`src/hdl/pdp8Pkg.sv`:
```
// Types shared by the 12-bit CPU, which has no MQ, no interrupts and a single teleprinter device
`default_nettype none

package pdp8Pkg;

  // Data word and memory address are both 12 bits wide
  typedef logic [11:0] word;
  typedef logic [11:0] addr;

  // One teleprinter character
  typedef logic [7:0] ttyCharT;

  // Decoded view of the current instruction
  typedef struct packed {
    // One-hot major opcode
    logic isAnd;
    logic isTad;
    logic isIsz;
    logic isDca;
    logic isJms;
    logic isJmp;
    logic isIot;
    logic isOpr;
    // Addressing mode of memory reference instructions
    logic isIndirect;
    logic isAutoIndex;
    addr  effAddr;
    // Group 1 micro-ops, CLA is shared with group 2
    logic oprCla;
    logic oprCll;
    logic oprCma;
    logic oprCml;
    logic oprRar;
    logic oprRal;
    logic oprTwice;
    logic oprIac;
    // Group 2 skip tests and sense inversion
    logic skpSma;
    logic skpSza;
    logic skpSnl;
    logic skpInv;
    logic isHalt;
    // Device 04 functions
    logic isTsf;
    logic isTls;
  } instFlags;

  // Front panel operations, opNone must stay at zero
  typedef enum logic [2:0] {
    opNone,
    opLoadPc,
    opDeposit,
    opExamine,
    opRun,
    opHalt
  } panelOp;

  typedef struct packed {
    panelOp op;
    addr    address;
    word    data;
  } panelCmd;

  // Outgoing character beat
  typedef struct packed {
    logic    valid;
    ttyCharT data;
  } ttyBeat;

  // Major states of the sequencer
  typedef enum logic [3:0] {
    seqIdle,
    seqFetchAddr,
    seqFetchData,
    seqDeferAddr,
    seqDeferData,
    seqAutoWrite,
    seqExecAddr,
    seqExecData,
    seqExecWrite,
    seqIoWait
  } seqState;

endpackage

`default_nettype wire

```
`src/hdl/accUnit.sv`:
```
// AC and link only, the strobes are expected one at a time and a RAR combined with RAL acts as RAR
`default_nettype none

module accUnit (
  input  logic              SYSCLK,
  input  logic              rstN,
  input  pdp8Pkg::instFlags flags,
  input  pdp8Pkg::word      memData,
  input  logic              acLoadAdd,
  input  logic              acLoadAnd,
  input  logic              acClear,
  input  logic              oprStep,
  output pdp8Pkg::word      ac,
  output logic              link,
  output logic              skipTaken
);
  import pdp8Pkg::*;

  word         sum;
  logic        sumCarry;
  word         clrAc;
  word         cmpAc;
  word         incAc;
  word         oprAc;
  logic        clrLink;
  logic        cmpLink;
  logic        incLink;
  logic        oprLink;
  logic        incCarry;
  logic [12:0] rotIn;
  logic        testHit;

  // TAD adder, carry out flips the link
  assign {sumCarry, sum} = {1'b0, ac} + {1'b0, memData};

  // Group 1 chain in machine order
  always_comb begin
    clrAc   = flags.oprCla ? '0 : ac;
    clrLink = flags.oprCll ? 1'b0 : link;
    cmpAc   = flags.oprCma ? ~clrAc : clrAc;
    cmpLink = clrLink ^ flags.oprCml;
    {incCarry, incAc} = {1'b0, cmpAc} + {12'd0, flags.oprIac};
    incLink = cmpLink ^ incCarry;
    // Rotates work on the 13-bit link and AC pair
    rotIn = {incLink, incAc};
    {oprLink, oprAc} = rotIn;
    if (flags.oprRar) begin
      {oprLink, oprAc} = flags.oprTwice ? {rotIn[1:0], rotIn[12:2]} : {rotIn[0], rotIn[12:1]};
    end else if (flags.oprRal) begin
      {oprLink, oprAc} = flags.oprTwice ? {rotIn[10:0], rotIn[12:11]} : {rotIn[11:0], rotIn[12]};
    end else if (flags.oprTwice) begin
      // BSW leaves the link alone
      oprAc = {incAc[5:0], incAc[11:6]};
    end
  end

  // Group 2 tests see AC before any CLA
  assign testHit = (flags.skpSma && ac[11])
                || (flags.skpSza && ac == '0)
                || (flags.skpSnl && link);
  // Inverted sense skips only when every selected test fails
  assign skipTaken = testHit ^ flags.skpInv;

  always_ff @(posedge SYSCLK or negedge rstN) begin
    if (!rstN) begin
      ac   <= '0;
      link <= 1'b0;
    end else if (acLoadAdd) begin
      ac   <= sum;
      link <= link ^ sumCarry;
    end else if (acLoadAnd) begin
      ac <= ac & memData;
    end else if (acClear) begin
      // DCA leaves AC cleared
      ac <= '0;
    end else if (oprStep) begin
      ac   <= oprAc;
      link <= oprLink;
    end
  end

endmodule

`default_nettype wire

```
`config.mk`:
```
export PLATFORM = sky130hd
export DESIGN_NAME = accUnit
export DESIGN_NICKNAME = d
export VERILOG_FILES = /design/src/hdl/pdp8Pkg.sv /design/src/hdl/accUnit.sv
export SDC_FILE = /design/constraint.sdc
export NUM_CORES = 1
export LEC_CHECK = 0
export BUFFER_PORTS_ARGS = -buffer_cell sky130_fd_sc_hd__buf_2
export CORE_ASPECT_RATIO = 1.5
export CORE_UTILIZATION = 55
export CTS_CLUSTER_DIAMETER = 60
export DETAILED_ROUTE_END_ITERATION = 16
export GPL_ROUTABILITY_DRIVEN = 0
export PLACE_DENSITY = 0.85
export SETUP_SLACK_MARGIN = 0.05
export SLEW_MARGIN = 20
export SYNTH_ARGS = -nofsm -noshare
export SYNTH_HDL_FRONTEND = slang
export SYNTH_SLANG_ARGS = --single-unit
```
`constraint.sdc`:
```
create_clock -name SYSCLK -period 3.47 [get_ports SYSCLK]
set_clock_uncertainty 0.2 [all_clocks]
set_input_delay 0.1735 -clock SYSCLK [delete_from_list [all_inputs] [get_ports SYSCLK]]
set_output_delay 0.1735 -clock SYSCLK [all_outputs]
set_load 0.05 [all_outputs]
```
==> results by group, run 1 <==
Synth
  • EDFF count, synth: 0
  • Synth warn: 0
  • Syn Nets: 429
  • Cell area after synthesis: 2740 sq um
  • Ys async rst share: 100%
  • Synth unique cells: 72
  • Mean Syn Cell Area: 7.64 sq um
  • Top FF cell, synth: dfrtp_1
  • Adder-Cell Fraction of Synth Area: 7.11%
  • FF+latch count, synth: 13
  • Post-Synth XOR/XNOR Area: 7.30%
  • Mapped Cells: 359
  • Post-Synth Simple-Gate Area: 22.6%
  • Largest family of logic cells by synthesized area: compound AO/OA/AOI/OAI gates
  • Sequential fraction of the synthesis area: 11.9%
  • Complex-gate fraction of the synthesized area: 34.0%
  • Multiplexer share of the synthesized area: 9.71%

Clocking
  • H-Tree Depth: 1
  • CTS buffer count: 3
  • Clock Sinks: 13
  • Root Driver: clkbuf_8
  • Max clock buf depth: 2
  • Clock slew at reported path FFs: 0.06 ns
  • Worst skew pair latency: 0.25 ns
  • CTS tree: done

Outcome
  • Status: completed

STA
  • Max_slew headroom: 56.6%
  • Final Hold Fails: 0
  • Fin Setup TNS: 0 ns
  • Final critical-path share of the clock period: 93.6%
  • RSZ-0062 raised after global routing: yes
  • Max-slew violations: 0
  • Max Clk Rate: 308 MHz
  • Final Setup Violations: 0
  • Worst-margin pin slew: 0.634 ns
  • Fin crit period: 3.25 ns

Finish
  • Fillers: 445
  • End-of-flow core utilization: 63.1%
  • Commonest non-fill, non-tap cell in the layout: buf_2
  • Share of cells above drive strength 1: 21.5%
  • Post-layout net count: 462
  • Antenna Diode Count: 0
  • Most frequent cells in the layout: 43 x buf_2, 35 x nor2_1, 31 x nand2_1
  • Synth-to-Final Area Change: 10.6%

GRT
  • Grt ovf: 0
  • Number of global-route vias before repair: 2838
  • GRT Overall Usage: 31.5%
  • Largest net degree at the start of global routing: 35
  • First-pass GRT wire length: 12900 microns
  • Initial antenna violation count: 0

Worst setup path
  • Worst path slowest cell: mux4_2
  • Crit start category: flop
  • WP data required: 3.39 ns
  • Crit path max fanout: 8
  • R2R Path End: ac[1]$_DFFE_PN0P_
  • Critical Path End Type: flop
  • Critical path type: flop to flop
  • Crit path largest cell delay: 0.49 ns
  • Worst reg2reg path startpoint: ac[0]$_DFFE_PN0P_
  • Worst-case reg-to-reg path depth: 12
  • Worst Path Arrival: 3.17 ns
  • Cells along the critical path: nand2_1, xnor2_1, ha_1, ha_2, nand4b_1, o21ai_2, nor2_1, a211o_1, xnor2_2, mux4_2, a22oi_1, o21ai_1
  • Reg-to-reg slack, setup: 0.22 ns

Floorplan
  • Core box area: 4810 sq um
  • Starting Density: 57.0%
  • Die width: 59.7 microns
  • FP Rows: 31
  • Die ar.: 5280 sq um
  • Chip Height: 88.5 microns
  • Top-Level Pins: 69

Power
  • Leak pwr: 1.26 nW
  • Max VDD drop: 0.000390 V
  • PD cells: 632 nW/um^2

Place
  • PortBufs: 43
  • Post-DP HPWL: 5990 microns

Routing
  • Vias/cell: 6.74
  • Drt drc: 0
  • DR iter-0 viols: 241
  • Routed WL per cell: 17.4 microns
  • ANT nets after route: 0
  • Detailed Route WL: 7970 microns
  • DRT Pass-1 Iters: 6
  • Vias: 3080

Min path
  • Worst hold path type: input port to flop
  • Hold Crit Start: oprStep
  • Hold Path Cell Cnt: 3
  • Hold Path End: ac[10]$_DFFE_PN0P_

Flow run
  • # Max-Cap Violations: 0
cells in the mapped netlist (3+ instances only):
| library cell | instances | area [sq um] |
|---|---|---|
| a211o_1 | 4 | 35.0 |
| a211oi_1 | 9 | 67.6 |
| a21boi_0 | 3 | 22.5 |
| a21o_1 | 6 | 45.0 |
| a21oi_1 | 27 | 135 |
| a221oi_1 | 3 | 26.3 |
| a22oi_1 | 3 | 22.5 |
| a31oi_1 | 5 | 31.3 |
| and2b_1 | 4 | 30.0 |
| buf_4 | 4 | 30.0 |
| buf_6 | 6 | 67.6 |
| clkbuf_1 | 15 | 56.3 |
| dfrtp_1 | 13 | 325 |
| ha_1 | 14 | 175 |
| inv_1 | 11 | 41.3 |
| mux2i_1 | 9 | 90.1 |
| mux4_2 | 5 | 113 |
| nand2_1 | 31 | 116 |
| nand2b_1 | 5 | 31.3 |
| nand3_1 | 8 | 40.0 |
| nor2_1 | 35 | 131 |
| nor2b_1 | 6 | 37.5 |
| nor3_1 | 9 | 45.0 |
| o2111ai_1 | 5 | 43.8 |
| o211ai_1 | 3 | 22.5 |
| o21ai_0 | 26 | 130 |
| o21ai_1 | 4 | 20.0 |
| o21bai_1 | 5 | 37.5 |
| or3_1 | 5 | 31.3 |
| xnor2_1 | 15 | 131 |
| xor2_1 | 6 | 52.6 |
cells by family after synthesis:
logic type                 after synthesis
buffers and inverters                   38
adders and majority gates               15
and+or+nand+nor                        123
DFF                                     13
AOI/OAI and AO/OA                      130
xor gates and xnor gates                22
muxes                                   18
repair_timing:
| action | in CTS | in global routing |
|---|---|---|
| hold endpoints to repair | 13 | 0 |
| buffers inserted | 0 | 2 |
| resized for setup | 1 | 5 |
| hold buffers | 1 | 0 |
| pin swaps | 0 | 2 |
| endpoints found under the setup margin | 1 | 5 |
state kept, by name, indices dropped and copies added, names as in the netlist:
name  count
link      1
ac       12
stage by stage:
step / total power, mW / setup slack [ns] / instance area (sq um) / instances / hold WS [ns]
6_report: 1.92 / 0.223 / 3030 / 457 / 0.0985
4_1_cts: 1.88 / 0.112 / 3000 / 455 / 0.0990
3_5_place_dp: 1.72 / 0.0586 / 2940 / 450 / -0.117
2_1_floorplan: 1.44 / 0.0796 / 2740 / 359 / -0.322
3_3_place_gp: 1.69 / 0.196 / 2940 / 450 / -0.124
5_1_grt: 2.06 / 0.00983 / 3030 / 457 / 0.117
worst max-delay path by stage:
stage / start / end / slack [ns]
final: ac[0]$_DFFE_PN0P_ / ac[1]$_DFFE_PN0P_ / 0.22
after global routing: ac[0]$_DFFE_PN0P_ / ac[1]$_DFFE_PN0P_ / 0.01
after CTS: ac[0]$_DFFE_PN0P_ / ac[1]$_DFFE_PN0P_ / 0.11
after detailed placement: ac[0]$_DFFE_PN0P_ / ac[3]$_DFFE_PN0P_ / 0.06
after global placement: ac[0]$_DFFE_PN0P_ / ac[10]$_DFFE_PN0P_ / 0.20
after floorplan: ac[0]$_DFFE_PN0P_ / ac[0]$_DFFE_PN0P_ / 0.08
layer usage:
layer | vias to the layer above | routed length [microns] | track usage (%)
met2 | 177 | 4110 | 56.4
li1 | 1423 | - | -
met4 | 0 | 404 | 16.9
met3 | 38 | 603 | 2.34
met1 | 1442 | 2860 | 36.2
met5 | - | 0 | 0
final cells by class:
type | instances | area, sq um | share of cell area (%)
Sequential cell | 13 | 325 | 10.7
Multi-Input combinational cell | 308 | 2240 | 73.7
Timing Repair Buffer | 54 | 300 | 9.90
Tap cell | 66 | 82.6 | 2.72
Inverter | 12 | 45.0 | 1.48
Clock buffer | 4 | 45.0 | 1.48
worst max-delay path, delay by kind of cell (launching register included):
kind                       cells  cell delay, ns
and+or+nand+nor                3            0.35
xor gates and xnor gates       2            0.37
muxes                          1            0.49
AOI/OAI and AO/OA              4            0.83
adders and majority gates      2            0.47
DFF                            1            0.41
power by group:
part	switching [mW]	internal (mW)
combinational	0.855	0.536
sequential	0.171	0.211
clock	0.0633	0.0814
total	1.09	0.828
No activity file was read; power rests on OpenSTA's default activity.
==> inputs of run 2 (changes only) <==
BUFFER_PORTS_ARGS = -buffer_cell sky130_fd_sc_hd__buf_4   (was -buffer_cell sky130_fd_sc_hd__buf_2)
==> run 2 against run 1 <==
Net effect: first-iteration DRC count is 2.5% higher; worst setup slack better by 0.092 ns; flip-flop and latch count stayed put; global-route usage is 0.27 points lower; critical path depth stayed put; clock-buffer cell count stayed put; cell area is 3.4% higher; critical endpoint is now ac[6]$_DFFE_PN0P_; highest routed layer unchanged.
==> results by group, run 2 (same netlist as run 1, synthesis figures left out) <==
Routing
  • ANT nets after route: 0 (unchanged)
  • Routed WL per cell: 17.1 microns (-1.8%)
  • Vias: 3001 (-2.6%)
  • DRT Pass-1 Iters: 5 (-1)
  • Vias/cell: 6.55 (-2.8%)
  • DR iter-0 viols: 247 (+2.5%)
  • Drt drc: 0 (unchanged)
  • Detailed Route WL: 7850 microns (-1.6%)

Power
  • PD cells: 626 nW/um^2 (-0.94%)
  • Max VDD drop: 0.000484 V (+24%)
  • Tot Pwr: 1.96 mW (+2.4%)
  • Leak pwr: 1.30 nW (+3.1%)

Floorplan
  • Chip Height: 88.5 microns (unchanged)
  • Top-Level Pins: 69 (unchanged)
  • Core box area: 4810 sq um (unchanged)
  • Die ar.: 5280 sq um (unchanged)
  • FP Rows: 31 (unchanged)
  • Starting Density: 57.0% (unchanged)
  • Die width: 59.7 microns (unchanged)

Worst setup path
  • Worst reg2reg path startpoint: ac[0]$_DFFE_PN0P_
  • Worst path slowest cell: mux4_2
  • Worst Path Arrival: 3.09 ns (-0.08 ns)
  • Critical path type: flop to flop
  • Crit path largest cell delay: 0.46 ns (-0.03 ns)
  • Critical Path End Type: flop
  • Crit path from: ac[0]$_DFFE_PN0P_
  • Cell repeated most along the worst path: ha_1
  • Crit path max fanout: 7 (-1)
  • WP data required: 3.41 ns (+0.02 ns)
  • Crit start category: flop
  • Worst-case reg-to-reg path depth: 12 (unchanged)
  • Cells along the critical path: nand2_1, xnor2_1, ha_1, ha_1, buf_4, a21oi_1, nor2b_1, a2111oi_2, a211oi_2, mux2_2, mux4_2, a21o_1

STA
  • Max Clk Rate: 317 MHz (+2.9%)
  • Final critical-path share of the clock period: 90.9% (-2.6 points)
  • Max_slew headroom: 59.4% (+2.8 points)
  • Final Setup Violations: 0 (unchanged)
  • Final Hold Fails: 0 (unchanged)
  • Final setup margin: 0.315 ns (+0.0920 ns)
  • RSZ-0062 raised after global routing: no
  • Worst-margin pin slew: 0.593 ns (-0.0407 ns)
  • Fin crit period: 3.16 ns (-0.0920 ns)
  • Fin Setup TNS: 0 ns (unchanged)
  • Max-slew violations: 0 (unchanged)
  • Hold_ws: 0.0761 ns (-0.0224 ns)

Place
  • Post-DP HPWL: 6120 microns (+2.3%)
  • Placed cell area: 3070 sq um (+4.4%)
  • Placed cell count: 453 (+0.67%)
  • Dpl ws: 0.198 ns (+0.140 ns)
  • PortBufs: 43 (unchanged)

Clocking
  • Worst skew pair latency: 0.25 ns (about the same)
  • Clock Sinks: 13 (unchanged)
  • CTS buffer count: 3 (unchanged)
  • Max clock buf depth: 2 (unchanged)
  • Clock slew at reported path FFs: 0.06 ns (about the same)
  • H-Tree Depth: 1 (unchanged)
  • Post-CTS Repair Setup Buffers: 0 (unchanged)
  • Root Driver: clkbuf_8
  • CTS tree: done

GRT
  • Met1 Usage GRT: 36.8% (+0.57 points)
  • Met3 Use GR: 2.78% (+0.44 points)
  • Initial antenna violation count: 0 (unchanged)
  • Top Usage Layer GRT: met2
  • First-pass GRT wire length: 12700 microns (-1.0%)
  • Number of global-route vias before repair: 2841 (+0.11%)
  • GRT Overall Usage: 31.2% (-0.27 points)
  • Grt ovf: 0 (unchanged)
  • Largest net degree at the start of global routing: 35 (unchanged)
  • Met2 usage: 53.6% (-2.7 points)

Finish
  • Largest Register: ac
  • Commonest non-fill, non-tap cell in the layout: buf_4
  • Antenna Diode Count: 0 (unchanged)
  • Share of cells above drive strength 1: 20.9% (-0.57 points)
  • Most frequent cells in the layout: 54 x buf_4, 35 x nor2_1, 31 x nand2_1
  • Max FFs per register: 12 (unchanged)
  • Final Non-Filler Cells: 458 (+0.22%)
  • End-of-flow core utilization: 65.2% (+2.1 points)
  • Synth-to-Final Area Change: 14.3%
  • Largest regs: ac: 12 flops, link: 1 flops
  • Post-route design area: 3140 sq um (+3.4%)
  • Post-layout net count: 463 (+0.22%)

Min path
  • Worst hold path type: input port to flop
  • Hold Crit Start: oprStep
  • Hold Path Cell Cnt: 3 (unchanged)

Outcome
  • Status: completed

Flow run
  • # Max-Cap Violations: 0 (unchanged)
-- run 2: final cells by class --
cell class | count | area [sq um]
multi-input combinational | 308 | 2220
timing repair buffer | 55 | 415
fill | 445 | 1670
clock buffer | 4 | 45.0
inverter | 12 | 45.0
sequential | 13 | 325
tap | 66 | 82.6
-- run 2: worst paths after layout --
check / endpoint / slack, ns
min in group asynchronous: link$_DFFE_PN0P_ / 0.13
max in group asynchronous: ac[0]$_DFFE_PN0P_ / 2.77
min reg2reg: ac[0]$_DFFE_PN0P_ / 0.46
min: ac[8]$_DFFE_PN0P_ / 0.08
max: ac[6]$_DFFE_PN0P_ / 0.31
max reg2reg: ac[6]$_DFFE_PN0P_ / 0.31
-- run 2: worst max-delay path, delay by kind of cell (launching register included) --
kind                     cells  cell delay [ns]
AO/OA/AOI/OAI                4             0.84
multiplexers                 2             0.75
adder cells (fa/ha/maj)      2             0.45
flip-flops                   1             0.34
buffers and inverters        1             0.19
AND/OR/NAND/NOR              2             0.15
XOR/XNOR                     1             0.12
-- run 2: per-layer routing --
metal  vias up  part of all wire [%]
li1       1420                     -
met1      1387                    37
met2       153                    51
met3        41                   6.6
met4         0                   5.4
met5         -                     0
-- run 2: report_power, final --
part,leakage (nW),internal (mW),switching [mW]
Sequential,0.157,0.211,0.157
Combinational,1.12,0.584,0.870
Clock,0.0228,0.0813,0.0607
Total,1.30,0.876,1.09
-- run 2: timing repair --
action,in CTS,in global routing
endpoints found under the hold margin,13,0
resized for setup,0,2
setup endpoints to repair,0,3
hold buffers,1,0
==> inputs of run 3 (changes only) <==
REMOVE_ABC_BUFFERS = 1   (was default)
clock period = 3.2 ns   (was 3.47 ns; I/O delays follow)
==> run 3 against run 2 <==
Net effect: via count is 2.3% higher; clock-buffer cell count unchanged; worst setup slack worse by 0.19 ns; combinational power grew 15%; fmax rose by 2.6%; final cell count is 1.3% higher; worst hold slack got worse by 0.022 ns; power grew 13%; flip-flop and latch count unchanged; critical path depth did not move.
==> results by group, run 3 (same netlist as run 1, synthesis figures left out) <==
Power
  • Max VDD drop: 0.000380 V (-22%)
  • PD cells: 686 nW/um^2 (+9.6%)
  • Leak pwr: 1.32 nW (+2.1%)
  • Tot Pwr: 2.21 mW (+13%)

Worst setup path
  • Critical path type: flop to flop
  • Worst path slowest cell: mux4_2
  • Critical Path End Type: flop
  • Cells along the critical path: nand2_1, xnor2_1, ha_2, buf_4, and2_4, a32oi_4, a211oi_4, mux2i_1, o211ai_1, mux4_2, a21boi_2, a22oi_1
  • Worst Path Arrival: 2.99 ns (-0.10 ns)
  • Reg-to-reg slack, setup: 0.12 ns (-0.19 ns)
  • Crit path largest cell delay: 0.53 ns (+0.07 ns)
  • Crit start category: flop
  • WP data required: 3.12 ns (-0.29 ns)
  • Crit path max fanout: 5 (-2)

Routing
  • Vias: 3071 (+2.3%)
  • DRT Pass-1 Iters: 5 (unchanged)
  • Routed WL per cell: 17.6 microns (+2.8%)
  • DR iter-0 viols: 359 (+45%)
  • Detailed Route WL: 8180 microns (+4.2%)
  • Vias/cell: 6.62 (+1.0%)
  • ANT nets after route: 0 (unchanged)
  • Drt drc: 0 (unchanged)

Clocking
  • CTS tree: done
  • Clock Sinks: 13 (unchanged)
  • H-Tree Depth: 1 (unchanged)
  • Clock slew at reported path FFs: 0.06 ns (about the same)
  • Max clock buf depth: 2 (unchanged)
  • CTS buffer count: 3 (unchanged)
  • Worst skew pair latency: 0.26 ns (about the same)
  • Root Driver: clkbuf_8

GRT
  • Largest net degree at the start of global routing: 33 (-5.7%)
  • Grt ovf: 0 (unchanged)
  • GRT Overall Usage: 31.4% (+0.19 points)
  • Initial antenna violation count: 0 (unchanged)
  • Number of global-route vias before repair: 2729 (-3.9%)
  • First-pass GRT wire length: 12700 microns (-0.38%)

Finish
  • Synth-to-Final Area Change: 17.6%
  • Largest regs: ac: 12 flops, link: 1 flops
  • End-of-flow core utilization: 67.1% (+1.9 points)
  • Post-route design area: 3230 sq um (+2.9%)
  • Largest Register: ac
  • Max FFs per register: 12 (unchanged)
  • Commonest non-fill, non-tap cell in the layout: buf_4
  • Antenna Diode Count: 0 (unchanged)
  • Most frequent cells in the layout: 60 x buf_4, 35 x nor2_1, 31 x nand2_1
  • Fillers: 434 (-2.5%)
  • Post-layout net count: 469 (+1.3%)
  • Share of cells above drive strength 1: 24.1% (+3.2 points)

STA
  • Fin crit period: 3.08 ns (-0.0798 ns)
  • Worst-margin pin slew: 0.617 ns (+0.0242 ns)
  • Hold_ws: 0.0546 ns (-0.0216 ns)
  • Fin Setup TNS: 0 ns (unchanged)
  • Max-slew violations: 0 (unchanged)
  • Final Hold Fails: 0 (unchanged)
  • Max Clk Rate: 325 MHz (+2.6%)
  • RSZ-0062 raised after global routing: yes
  • Final critical-path share of the clock period: 96.1% (+5.2 points)
  • Max_slew headroom: 58.5% (-0.94 points)
  • Final Setup Violations: 0 (unchanged)

Place
  • PortBufs: 43 (unchanged)
  • Post-DP HPWL: 5980 microns (-2.3%)
  • Placed cell area: 3100 sq um (+0.73%)

Floorplan
  • Starting Density: 57.0% (unchanged)
  • Chip Height: 88.5 microns (unchanged)
  • FP Rows: 31 (unchanged)
  • Die width: 59.7 microns (unchanged)
  • Die ar.: 5280 sq um (unchanged)
  • Core box area: 4810 sq um (unchanged)
  • Top-Level Pins: 69 (unchanged)

Flow run
  • # Max-Cap Violations: 0 (unchanged)

Min path
  • Worst hold path type: input port to flop

Outcome
  • Status: completed
run 3: path summary, 6_finish.rpt:
check	start	endpoint	cells after the start
min	oprStep	ac[8]$_DFFE_PN0P_	3
max	ac[0]$_DFFE_PN0P_	ac[11]$_DFFE_PN0P_	12
min in group asynchronous	rstN	ac[10]$_DFFE_PN0P_	2
min reg2reg	ac[0]$_DFFE_PN0P_	ac[0]$_DFFE_PN0P_	3
max reg2reg	ac[0]$_DFFE_PN0P_	ac[11]$_DFFE_PN0P_	12
max in group asynchronous	rstN	ac[0]$_DFFE_PN0P_	2
run 3: critical path: cells and delay by family, from the launching register on:
kind                       cells  cell delay, ns
buffers and inverters          1            0.15
adders and majority gates      1            0.23
muxes                          2            0.75
AOI/OAI and AO/OA              5            0.87
DFF                            1            0.38
xor gates and xnor gates       1            0.12
and+or+nand+nor                2            0.23
run 3: area by class of cell:
type	instances	area, sq um	share of cell area, %
timing repair buffer	61	460	14.3
clock buffer	4	45.0	1.40
sequential	13	325	10.1
tap	66	82.6	2.56
multi-input combinational	308	2270	70.3
inverter	12	45.0	1.40
run 3: layer usage:
metal	vias to the layer above	GRT usage, %	wire length (microns)
met1	1443	39.6	3000
met5	-	0	0
met3	27	1.46	545
met4	0	15.6	306
met2	172	53.5	4320
li1	1429	-	-
run 3: report_power, final:
group | internal [mW] | switching (mW)
Clock | 0.0884 | 0.0692
Sequential | 0.229 | 0.152
Combinational | 0.681 | 0.994
Total | 0.999 | 1.21
run 3: timing repair:
action,4_1_cts,5_1_grt
setup endpoints to repair,4,5
pin swaps,0,4
hold buffers,1,0
setup buffers,0,3
endpoints found under the hold margin,13,0
resized for setup,2,10
run 3: metrics by stage:
stage,setup slack [ns],cells
6_report,0.124,464
5_1_grt,0.00287,464
4_1_cts,0.100,461
3_5_place_dp,0.0422,456
3_3_place_gp,0.0724,456
2_1_floorplan,-0.317,333
